### src/logic/issue_pkg.sv
// shared widths, opcodes and bundle types for the issue stage; compile before all other files
package issue_pkg;

	//////////////////////////////////////////////////
	// widths and constants

	localparam int XLEN       = 32;
	localparam int REG_ADDR_W = 5;

	// fall-through pc increment, also the bl link offset
	localparam logic [XLEN-1:0] PC_STEP = 32'd4;

	//////////////////////////////////////////////////
	// encodings

	// passed through to execute untouched
	typedef enum logic [3:0] {
		ALU_ADD, ALU_SUB, ALU_SLT, ALU_SLTU,
		ALU_AND, ALU_OR, ALU_XOR, ALU_NOR,
		ALU_SLL, ALU_SRL, ALU_SRA, ALU_LUI
	} alu_op_e;

	typedef enum logic [3:0] {
		BR_NONE, BR_BEQ, BR_BNE, BR_BLT, BR_BGE,
		BR_BLTU, BR_BGEU, BR_B, BR_BL, BR_JIRL
	} br_kind_e;

	typedef enum logic [1:0] {SRC1_ZERO, SRC1_REG, SRC1_PC} src1_sel_e;

	// four is the bl link value
	typedef enum logic [1:0] {SRC2_ZERO, SRC2_REG, SRC2_IMM, SRC2_FOUR} src2_sel_e;

	// stage where the result can first be forwarded
	typedef enum logic [1:0] {RES_EXE, RES_MEM, RES_WB} result_stage_e;

	//////////////////////////////////////////////////
	// bundles

	// from predecode into the stage register
	typedef struct packed {
		src1_sel_e                src1_sel;
		src2_sel_e                src2_sel;
		logic                     rf_w_en;
		result_stage_e            result_stage;
		logic                     mem_en;
		logic                     mem_we;
		br_kind_e                 br_kind;
		alu_op_e                  alu_op;
		logic [XLEN-1:0]          pred_pc;
		logic [XLEN-1:0]          inst_pc;
		logic [XLEN-1:0]          imm;
		logic [REG_ADDR_W-1:0]    rd;
		logic [REG_ADDR_W-1:0]    rj;
		logic [REG_ADDR_W-1:0]    rk;
	} decoded_inst_t;

	// issued to execute
	typedef struct packed {
		result_stage_e            result_stage;
		logic                     rf_w_en;
		logic                     mem_en;
		logic                     mem_we;
		logic [XLEN-1:0]          store_data;
		logic [REG_ADDR_W-1:0]    rd;
		alu_op_e                  alu_op;
		logic [XLEN-1:0]          alu_src1;
		logic [XLEN-1:0]          alu_src2;
		logic [XLEN-1:0]          inst_pc;
	} issue_bundle_t;

endpackage
### src/logic/bypass_if.sv
// bypass bus from the exe, mem and wb stages back to the issue hazard and forwarding logic
`timescale 1ns/1ps

interface bypass_if;

	// exe group, youngest writer
	logic [issue_pkg::REG_ADDR_W-1:0] exe_dest;
	logic                             exe_w_en;
	logic                             exe_data_ready;
	logic [issue_pkg::XLEN-1:0]       exe_data;

	// mem group
	logic [issue_pkg::REG_ADDR_W-1:0] mem_dest;
	logic                             mem_w_en;
	logic                             mem_data_ready;
	logic [issue_pkg::XLEN-1:0]       mem_data;

	// wb group, oldest writer
	logic [issue_pkg::REG_ADDR_W-1:0] wb_dest;
	logic                             wb_w_en;
	logic                             wb_data_ready;
	logic [issue_pkg::XLEN-1:0]       wb_data;

	modport source (
		output exe_dest, exe_w_en, exe_data_ready, exe_data,
		output mem_dest, mem_w_en, mem_data_ready, mem_data,
		output wb_dest, wb_w_en, wb_data_ready, wb_data
	);

	modport sink (
		input exe_dest, exe_w_en, exe_data_ready, exe_data,
		input mem_dest, mem_w_en, mem_data_ready, mem_data,
		input wb_dest, wb_w_en, wb_data_ready, wb_data
	);

endinterface

### src/logic/issue_top.sv
// top level of the issue stage, plain ports for the surrounding pipeline and the testbench
`timescale 1ns/1ps

module issue_top (
	input  logic                             clk,
	input  logic                             reset,
	input  logic                             in_valid,
	input  issue_pkg::decoded_inst_t         in_inst,
	output logic                             in_allow,
	output logic                             out_valid,
	output issue_pkg::issue_bundle_t         out_bundle,
	input  logic                             exe_allow,
	input  logic                             wb_we,
	input  logic [issue_pkg::REG_ADDR_W-1:0] wb_addr,
	input  logic [issue_pkg::XLEN-1:0]       wb_data,

	// bypass from exe, mem and wb
	input  logic [issue_pkg::REG_ADDR_W-1:0] byp_exe_dest,
	input  logic                             byp_exe_w_en,
	input  logic                             byp_exe_data_ready,
	input  logic [issue_pkg::XLEN-1:0]       byp_exe_data,
	input  logic [issue_pkg::REG_ADDR_W-1:0] byp_mem_dest,
	input  logic                             byp_mem_w_en,
	input  logic                             byp_mem_data_ready,
	input  logic [issue_pkg::XLEN-1:0]       byp_mem_data,
	input  logic [issue_pkg::REG_ADDR_W-1:0] byp_wb_dest,
	input  logic                             byp_wb_w_en,
	input  logic                             byp_wb_data_ready,
	input  logic [issue_pkg::XLEN-1:0]       byp_wb_data,

	output logic                             cancel,
	output logic [issue_pkg::XLEN-1:0]       redirect_pc
);

	bypass_if byp ();

	assign byp.exe_dest       = byp_exe_dest;
	assign byp.exe_w_en       = byp_exe_w_en;
	assign byp.exe_data_ready = byp_exe_data_ready;
	assign byp.exe_data       = byp_exe_data;
	assign byp.mem_dest       = byp_mem_dest;
	assign byp.mem_w_en       = byp_mem_w_en;
	assign byp.mem_data_ready = byp_mem_data_ready;
	assign byp.mem_data       = byp_mem_data;
	assign byp.wb_dest        = byp_wb_dest;
	assign byp.wb_w_en        = byp_wb_w_en;
	assign byp.wb_data_ready  = byp_wb_data_ready;
	assign byp.wb_data        = byp_wb_data;

	decode_stage u_decode_stage (
		.clk         (clk),
		.reset       (reset),
		.in_valid    (in_valid),
		.in_inst     (in_inst),
		.in_allow    (in_allow),
		.out_valid   (out_valid),
		.out_bundle  (out_bundle),
		.exe_allow   (exe_allow),
		.wb_we       (wb_we),
		.wb_addr     (wb_addr),
		.wb_data     (wb_data),
		.byp         (byp),
		.cancel      (cancel),
		.redirect_pc (redirect_pc)
	);

endmodule

### src/logic/decode_stage.sv
// decode-and-issue stage: holds one instruction, waits on hazards and issues a bundle to execute
`timescale 1ns/1ps

module decode_stage (
	input  logic                             clk,
	input  logic                             reset,

	// from predecode
	input  logic                             in_valid,
	input  issue_pkg::decoded_inst_t         in_inst,
	output logic                             in_allow,

	// to execute
	output logic                             out_valid,
	output issue_pkg::issue_bundle_t         out_bundle,
	input  logic                             exe_allow,

	// register write from writeback
	input  logic                             wb_we,
	input  logic [issue_pkg::REG_ADDR_W-1:0] wb_addr,
	input  logic [issue_pkg::XLEN-1:0]       wb_data,

	bypass_if.sink                           byp,

	// redirect to fetch and predecode
	output logic                             cancel,
	output logic [issue_pkg::XLEN-1:0]       redirect_pc
);

	logic                       stage_valid;
	issue_pkg::decoded_inst_t   inst_q;
	issue_pkg::src2_sel_e       wake_src2_sel;
	logic                       src1_ready;
	logic                       src2_ready;
	logic                       issue;
	logic                       mispredict;
	logic [issue_pkg::XLEN-1:0] rf_data1;
	logic [issue_pkg::XLEN-1:0] rf_data2;
	logic [issue_pkg::XLEN-1:0] alu_src1;
	logic [issue_pkg::XLEN-1:0] alu_src2;
	logic [issue_pkg::XLEN-1:0] store_data;

	//////////////////////////////////////////////////
	// handshake

	assign out_valid = stage_valid && src1_ready && src2_ready;
	assign issue     = out_valid && exe_allow;
	assign in_allow  = !stage_valid || issue;
	assign cancel    = issue && mispredict;

	// wrong-path instruction offered with cancel is dropped
	always_ff @(posedge clk)
	begin
		if (reset)
			stage_valid <= 1'b0;
		else if (in_allow)
			stage_valid <= in_valid && !cancel;
	end

	always_ff @(posedge clk)
	begin
		if (in_valid && in_allow && !cancel)
			inst_q <= in_inst;
	end

	//////////////////////////////////////////////////
	// datapath blocks

	reg_file u_reg_file (
		.clk     (clk),
		.r_addr1 (inst_q.rj),
		.r_addr2 (inst_q.rk),
		.r_data1 (rf_data1),
		.r_data2 (rf_data2),
		.w_en    (wb_we),
		.w_addr  (wb_addr),
		.w_data  (wb_data)
	);

	// store data also reads rk, so it must wait like a register operand
	assign wake_src2_sel = inst_q.mem_we ? issue_pkg::SRC2_REG : inst_q.src2_sel;

	wake_up u_wake_up (
		.src1_sel   (inst_q.src1_sel),
		.src2_sel   (wake_src2_sel),
		.rj         (inst_q.rj),
		.rk         (inst_q.rk),
		.byp        (byp),
		.src1_ready (src1_ready),
		.src2_ready (src2_ready)
	);

	operand_select u_operand_select (
		.src1_sel   (inst_q.src1_sel),
		.src2_sel   (inst_q.src2_sel),
		.rj         (inst_q.rj),
		.rk         (inst_q.rk),
		.inst_pc    (inst_q.inst_pc),
		.imm        (inst_q.imm),
		.mem_we     (inst_q.mem_we),
		.rf_data1   (rf_data1),
		.rf_data2   (rf_data2),
		.byp        (byp),
		.alu_src1   (alu_src1),
		.alu_src2   (alu_src2),
		.store_data (store_data)
	);

	// compares run on the forwarded operands
	branch_unit u_branch_unit (
		.br_kind    (inst_q.br_kind),
		.inst_pc    (inst_q.inst_pc),
		.pred_pc    (inst_q.pred_pc),
		.imm        (inst_q.imm),
		.src1       (alu_src1),
		.src2       (alu_src2),
		.next_pc    (redirect_pc),
		.mispredict (mispredict)
	);

	//////////////////////////////////////////////////
	// issue bundle

	always_comb
	begin
		out_bundle.result_stage = inst_q.result_stage;
		out_bundle.rf_w_en      = inst_q.rf_w_en;
		out_bundle.mem_en       = inst_q.mem_en;
		out_bundle.mem_we       = inst_q.mem_we;
		out_bundle.store_data   = store_data;
		out_bundle.rd           = inst_q.rd;
		out_bundle.alu_op       = inst_q.alu_op;
		out_bundle.alu_src1     = alu_src1;
		out_bundle.alu_src2     = alu_src2;
		out_bundle.inst_pc      = inst_q.inst_pc;
	end

endmodule

### src/logic/branch_unit.sv
// branch resolution: condition, target and check against the fetch stage's predicted pc
`timescale 1ns/1ps

module branch_unit (
	input  issue_pkg::br_kind_e        br_kind,
	input  logic [issue_pkg::XLEN-1:0] inst_pc,
	input  logic [issue_pkg::XLEN-1:0] pred_pc,
	input  logic [issue_pkg::XLEN-1:0] imm,
	input  logic [issue_pkg::XLEN-1:0] src1,
	input  logic [issue_pkg::XLEN-1:0] src2,
	output logic [issue_pkg::XLEN-1:0] next_pc,
	output logic                       mispredict
);

	logic                       eq;
	logic                       lt_s;
	logic                       lt_u;
	logic                       taken;
	logic [issue_pkg::XLEN-1:0] target_base;
	logic [issue_pkg::XLEN-1:0] target;
	logic [issue_pkg::XLEN-1:0] fall_through;

	//////////////////////////////////////////////////
	// compares

	assign eq   = (src1 == src2);
	assign lt_s = ($signed(src1) < $signed(src2));
	assign lt_u = (src1 < src2);

	always_comb
	begin
		case (br_kind)
			issue_pkg::BR_BEQ:  taken = eq;
			issue_pkg::BR_BNE:  taken = !eq;
			issue_pkg::BR_BLT:  taken = lt_s;
			issue_pkg::BR_BGE:  taken = !lt_s;
			issue_pkg::BR_BLTU: taken = lt_u;
			issue_pkg::BR_BGEU: taken = !lt_u;
			// unconditional kinds
			issue_pkg::BR_B,
			issue_pkg::BR_BL,
			issue_pkg::BR_JIRL: taken = 1'b1;
			default:            taken = 1'b0;
		endcase
	end

	//////////////////////////////////////////////////
	// target and next pc

	// jirl is register relative, the rest pc relative
	assign target_base  = (br_kind == issue_pkg::BR_JIRL) ? src1 : inst_pc;
	assign target       = target_base + imm;
	assign fall_through = inst_pc + issue_pkg::PC_STEP;

	assign next_pc = taken ? target : fall_through;

	// non-branches are checked too, a bad fetch guess redirects as well
	assign mispredict = (next_pc != pred_pc);

endmodule

### src/logic/operand_select.sv
// forwarding and source muxes producing both ALU operands and the store data at issue
`timescale 1ns/1ps

module operand_select (
	input  issue_pkg::src1_sel_e             src1_sel,
	input  issue_pkg::src2_sel_e             src2_sel,
	input  logic [issue_pkg::REG_ADDR_W-1:0] rj,
	input  logic [issue_pkg::REG_ADDR_W-1:0] rk,
	input  logic [issue_pkg::XLEN-1:0]       inst_pc,
	input  logic [issue_pkg::XLEN-1:0]       imm,
	input  logic                             mem_we,
	input  logic [issue_pkg::XLEN-1:0]       rf_data1,
	input  logic [issue_pkg::XLEN-1:0]       rf_data2,
	bypass_if.sink                           byp,
	output logic [issue_pkg::XLEN-1:0]       alu_src1,
	output logic [issue_pkg::XLEN-1:0]       alu_src2,
	output logic [issue_pkg::XLEN-1:0]       store_data
);

	// index 0 is rj, index 1 is rk
	logic [issue_pkg::REG_ADDR_W-1:0] addr    [2];
	logic [issue_pkg::XLEN-1:0]       rf_data [2];
	logic [issue_pkg::XLEN-1:0]       reg_val [2];

	assign addr[0]    = rj;
	assign addr[1]    = rk;
	assign rf_data[0] = rf_data1;
	assign rf_data[1] = rf_data2;

	//////////////////////////////////////////////////
	// register value with forwarding

	// exe before mem before wb, youngest wins
	for (genvar i = 0; i < 2; i++)
	begin : g_fwd
		always_comb
		begin
			if (addr[i] == '0)
				reg_val[i] = '0;
			else if (byp.exe_w_en && (byp.exe_dest == addr[i]))
				reg_val[i] = byp.exe_data;
			else if (byp.mem_w_en && (byp.mem_dest == addr[i]))
				reg_val[i] = byp.mem_data;
			else if (byp.wb_w_en && (byp.wb_dest == addr[i]))
				reg_val[i] = byp.wb_data;
			else
				reg_val[i] = rf_data[i];
		end
	end

	//////////////////////////////////////////////////
	// operand muxes

	always_comb
	begin
		case (src1_sel)
			issue_pkg::SRC1_REG: alu_src1 = reg_val[0];
			issue_pkg::SRC1_PC:  alu_src1 = inst_pc;
			default:             alu_src1 = '0;
		endcase
	end

	always_comb
	begin
		case (src2_sel)
			issue_pkg::SRC2_REG:  alu_src2 = reg_val[1];
			issue_pkg::SRC2_IMM:  alu_src2 = imm;
			// link value for bl
			issue_pkg::SRC2_FOUR: alu_src2 = issue_pkg::PC_STEP;
			default:              alu_src2 = '0;
		endcase
	end

	// stores take rk through the same forwarding path
	assign store_data = mem_we ? reg_val[1] : '0;

endmodule

### src/logic/wake_up.sv
// hazard check telling the issue stage whether each register source can be taken this cycle
`timescale 1ns/1ps

module wake_up (
	input  issue_pkg::src1_sel_e             src1_sel,
	input  issue_pkg::src2_sel_e             src2_sel,
	input  logic [issue_pkg::REG_ADDR_W-1:0] rj,
	input  logic [issue_pkg::REG_ADDR_W-1:0] rk,
	bypass_if.sink                           byp,
	output logic                             src1_ready,
	output logic                             src2_ready
);

	// index 0 is rj, index 1 is rk
	logic [1:0]                       reads_reg;
	logic [issue_pkg::REG_ADDR_W-1:0] addr [2];
	logic [1:0]                       ready;

	assign reads_reg[0] = (src1_sel == issue_pkg::SRC1_REG);
	assign reads_reg[1] = (src2_sel == issue_pkg::SRC2_REG);
	assign addr[0]      = rj;
	assign addr[1]      = rk;

	// youngest matching writer decides
	for (genvar i = 0; i < 2; i++)
	begin : g_src
		always_comb
		begin
			if (!reads_reg[i] || (addr[i] == '0))
			begin
				ready[i] = 1'b1;
			end
			else if (byp.exe_w_en && (byp.exe_dest == addr[i]))
			begin
				ready[i] = byp.exe_data_ready;
			end
			else if (byp.mem_w_en && (byp.mem_dest == addr[i]))
			begin
				ready[i] = byp.mem_data_ready;
			end
			else if (byp.wb_w_en && (byp.wb_dest == addr[i]))
			begin
				ready[i] = byp.wb_data_ready;
			end
			else
			begin
				// no pending writer, register file holds it
				ready[i] = 1'b1;
			end
		end
	end

	assign src1_ready = ready[0];
	assign src2_ready = ready[1];

endmodule

### src/logic/reg_file.sv
// 32-entry integer register file, two combinational reads and one write port from writeback
`timescale 1ns/1ps

module reg_file (
	input  logic                             clk,

	// read ports
	input  logic [issue_pkg::REG_ADDR_W-1:0] r_addr1,
	input  logic [issue_pkg::REG_ADDR_W-1:0] r_addr2,
	output logic [issue_pkg::XLEN-1:0]       r_data1,
	output logic [issue_pkg::XLEN-1:0]       r_data2,

	// write port, driven by writeback
	input  logic                             w_en,
	input  logic [issue_pkg::REG_ADDR_W-1:0] w_addr,
	input  logic [issue_pkg::XLEN-1:0]       w_data
);

	logic [issue_pkg::XLEN-1:0] regs [32];

	//////////////////////////////////////////////////
	// write

	// r0 is never stored
	always_ff @(posedge clk)
	begin
		if (w_en && (w_addr != '0))
		begin
			regs[w_addr] <= w_data;
		end
	end

	//////////////////////////////////////////////////
	// read

	// a same-cycle write is not visible here, the wb bypass covers it
	always_comb
	begin
		r_data1 = (r_addr1 == '0) ? '0 : regs[r_addr1];
		r_data2 = (r_addr2 == '0) ? '0 : regs[r_addr2];
	end

endmodule

### config.mk
export PLATFORM = sky130hd
export DESIGN_NAME = issue_top
export DESIGN_NICKNAME = d
export VERILOG_FILES = /design/src/logic/issue_pkg.sv /design/src/logic/bypass_if.sv /design/src/logic/issue_top.sv /design/src/logic/decode_stage.sv /design/src/logic/branch_unit.sv /design/src/logic/operand_select.sv /design/src/logic/wake_up.sv /design/src/logic/reg_file.sv
export SDC_FILE = /design/constraint.sdc
export NUM_CORES = 2
export LEC_CHECK = 0
export BUFFER_PORTS_ARGS = -buffer_cell sky130_fd_sc_hd__buf_2
export CAP_MARGIN = 20
export CORE_ASPECT_RATIO = 0.5
export CORE_UTILIZATION = 40
export CTS_BUF_LIST = sky130_fd_sc_hd__clkbuf_4 sky130_fd_sc_hd__clkbuf_8
export DETAILED_ROUTE_END_ITERATION = 10
export PLACE_DENSITY = 0.59
export SETUP_SLACK_MARGIN = 0.02
export SLEW_MARGIN = 40
export SYNTH_ARGS = -nofsm -noshare
export SYNTH_HDL_FRONTEND = slang
export SYNTH_HIERARCHICAL = 1
export SYNTH_SLANG_ARGS = --single-unit
### constraint.sdc
create_clock -name clk -period 22.9 [get_ports clk]
set_input_delay 4.58 -clock clk [delete_from_list [all_inputs] [get_ports clk]]
set_output_delay 4.58 -clock clk [all_outputs]
set_load 0.05 [all_outputs]
==> results.cfg <==
[global_routing]
grt_max_degree = 102
grt_pass1_vias = 42173
grtUsageTotal_pct = 29.4
grt_pass1_wl_um = 320000
antenna_found_initial = 28
overflow = 0

[sta]
period_share_pct = 70.1
final_hold_viol_count = 0
setup_viol = 0
tns_ns = 0
tightest_slew_ns = 0.975
skew_ns = 0.0436
fin_ws_ns = 6.86
hold_ws_ns = 0.623
relSlewSlack_pct = 34.9
max_clock_freq_mhz = 62.3
rsz0062_at_grt = false
slew_violations = 0
finalCriticalPeriod_ns = 16.04

[critical_path]
crit_fanout = 52
endpoint_kind = output pin
start_kind = primary input
cp.arrival_ns = 11.46
critPathRequiredTime_ns = 18.32
crit_type = in -> out

[route]
dr.pass1.iters = 5
wl_per_cell_um = 35.5
postRouteAntennaNets = 0
viasPerCell = 6.62
first_iter_violations = 6033
num_vias = 43502
drt-total-wl_um = 233000
drc = 0

[die]
io_pins = 464
dieHeight_um = 278
initial_core_util_pct = 40.6
die_w_um = 554
core_um2 = 150000
num_rows = 100
die-area_um2 = 154000

[synth]
synth_fa_ha_area_share_pct = 1.39
synth-seq-cells = 1153
ys_top_cells_by_area = edfxtp_1, mux4_2, mux2i_1
synth-xor-area-share_pct = 2.25
ys_async_sr_fraction_pct = 0
synth-edff-count = 1152
synth_top_family_by_area = multiplexers
synth_top_area_share_pct = 56.7
synth_compound_gate_area_share_pct = 10.5
synth_top_flop_cell = edfxtp_1
synth_cell_type_count = 92
ys_warn_count = 6
yosys.area.top_type = edfxtp_1
synth_cells = 3987
syn_area_um2 = 61000
syn_area_per_cell_um2 = 15.3
synth_seq_area_share_pct = 56.8
yosys.area_share.simple_pct = 5.08
synthMuxAreaShare_pct = 20.6

[finish]
syn_to_final_growth_pct = 13.3
ff_latch_area_um2 = 34600
fin_nets = 4785
fillers = 13008
drive_above_1_share_pct = 31.8
multi_input_area_um2 = 25000

[cts]
htreeDepth = 4
cts_root_buf = clkbuf_8
cts_buffer_depth = 3
cts_tree = yes
cts-resized-gates = 0
ctsHoldBuffers = 0
clock-sinks = 1153
cts.clk_slew.worst_paths_ns = 0.06
clk_latency_ns = 0.94
cts_buffers = 172
postCtsSetupBuffers = 0

[pwr]
ir_worst_vdd_mv = 0.0556
p_leak_uw = 0.0235
pwr_density_cell_nw_per_um2 = 73.1

[placement]
gp_congestion = 0.958
place.port_buffers = 463
hpwl_um = 145000
place_ws_ns = 6.78

[flow_run]
cap_violations = 0

[min_path]
hold_class = reg -> reg

[outcome]
status = finished, final reports clean
## synth_stat cells (all sizes together), types with 7 or more instances
cell type     n
a211oi      100
a221oi       57
and2          9
nor2        143
nor4         15
and3         11
a311oi       34
a21oi       117
o221ai       66
nand3b       10
nor2b        49
o21ai        88
nand2       183
edfxtp     1152
nand3        64
a21o          8
nand4        57
a21boi       34
buf         193
clkbuf      152
xor2         63
xnor2        91
mux2         97
nor3         15
mux2i       339
o22ai        32
o31ai        65
o2111ai      16
mux4        352
nand2b        7
a22oi       129
o32ai        33
ha           66
inv          51
## worst paths after layout
| kind | slack [ns] | cells past startpoint | endpoint | startpoint |
|---|---|---|---|---|
| setup / recovery | 6.86 | 26 | cancel | byp_wb_dest[4] |
| hold / removal | 0.62 | 2 | u_decode_stage/stage_valid | u_decode_stage/stage_valid |
| setup reg to reg | 11.32 | 29 | u_decode_stage/inst_q[16] | u_decode_stage/inst_q[2] |
| hold reg to reg | 0.62 | 2 | u_decode_stage/stage_valid | u_decode_stage/stage_valid |
## sequential cells by signal, indices dropped and copies added (netlist names)
name and cells:
u_decode_stage/inst_q 82, u_decode_stage/u_reg_file/regs 1024, u_decode_stage/stage_valid 1, u_decode_stage/out_bundle 46
## layout make-up
cell class,count,area share [%]
flip-flops and latches,1153,50.1
multi-input cells,2469,36.2
repair buffers,584,5.03
clock buffers,222,4.00
well taps,1989,3.60
clock inverters,87,0.797
inverters,51,0.277
diodes,12,0.0435
## where the power goes
group          internal (uW)  switching (uW)
logic                    312             657
clock network            823             856
registers               2370            35.3
## layer usage
layer	up-vias	GRT usage [%]	part of all wire, %
met4	18	11.1	3.8
met2	2976	45.6	45
met5	-	0	0.061
met3	491	7.55	12
li1	17360	-	-
met1	22657	39.7	39
## cell families (layout without fill, tap and decap cells)
kind of cell | after synthesis | after routing
mux | 788 | 788
simple gates | 607 | 607
buf+inv | 396 | 944
compound gates | 820 | 820
flops | 1153 | 1153
xor+xnor | 155 | 155
fa+ha+maj | 67 | 67
other cells | 1 | 44
## through the flow
| step | area, um^2 | instances | utilization, % | power [uW] |
|---|---|---|---|---|
| finish | 69100 | 6567 | 46.1 | 5050 |
| global placement | 65300 | 6235 | 43.5 | 3380 |
| CTS | 68900 | 6552 | 45.9 | 5050 |
| floorplan | 61100 | 4018 | - | 3050 |
| detailed placement | 65600 | 6243 | 43.7 | 3390 |
| global route | 69100 | 6562 | 46.1 | 5200 |
## worst max-delay path, stage by stage
cell,delay [ns]
buf_2,0.14
xor2_1,0.17
nor4_4,0.28
buf_4,0.33
and2_2,0.20
buf_4,0.52
a211oi_1,0.20
o41ai_1,0.63
inv_1,0.16
ha_1,0.36
nand4_1,0.11
nor4_1,0.35
nand2_1,0.10
a21oi_1,0.18
o211ai_1,0.23
nor3_4,0.17
buf_4,0.58
mux2i_1,0.33
xor2_1,0.14
a2111oi_4,0.32
o2111ai_1,0.27
nor4b_2,0.37
nand4_1,0.27
nand2_1,0.19
nor2_1,0.05
buf_2,0.20
## placed cells by master, fill, tap and decap left out, types with 28 or more instances in the layout
cell type and count:
a211oi_1 48, a211oi_2 44, a21boi_0 33, a21oi_1 116
a221oi_1 41, a22oi_1 129, buf_2 463, buf_4 97
clkbuf_4 46, clkbuf_8 176, clkinv_1 53, conb_1 32
edfxtp_1 1152, ha_1 66, inv_1 49, mux2_2 97
mux2i_1 339, mux4_1 36, mux4_2 316, nand2_1 183
nand3_1 61, nand4_1 54, nor2_1 106, nor2_4 36
nor2b_1 43, o21ai_0 80, o221ai_1 66, o22ai_1 32
o31ai_1 37, o31ai_2 28, o32ai_1 33, xnor2_1 90
xor2_1 63
Power figures use the tool's default switching activity.
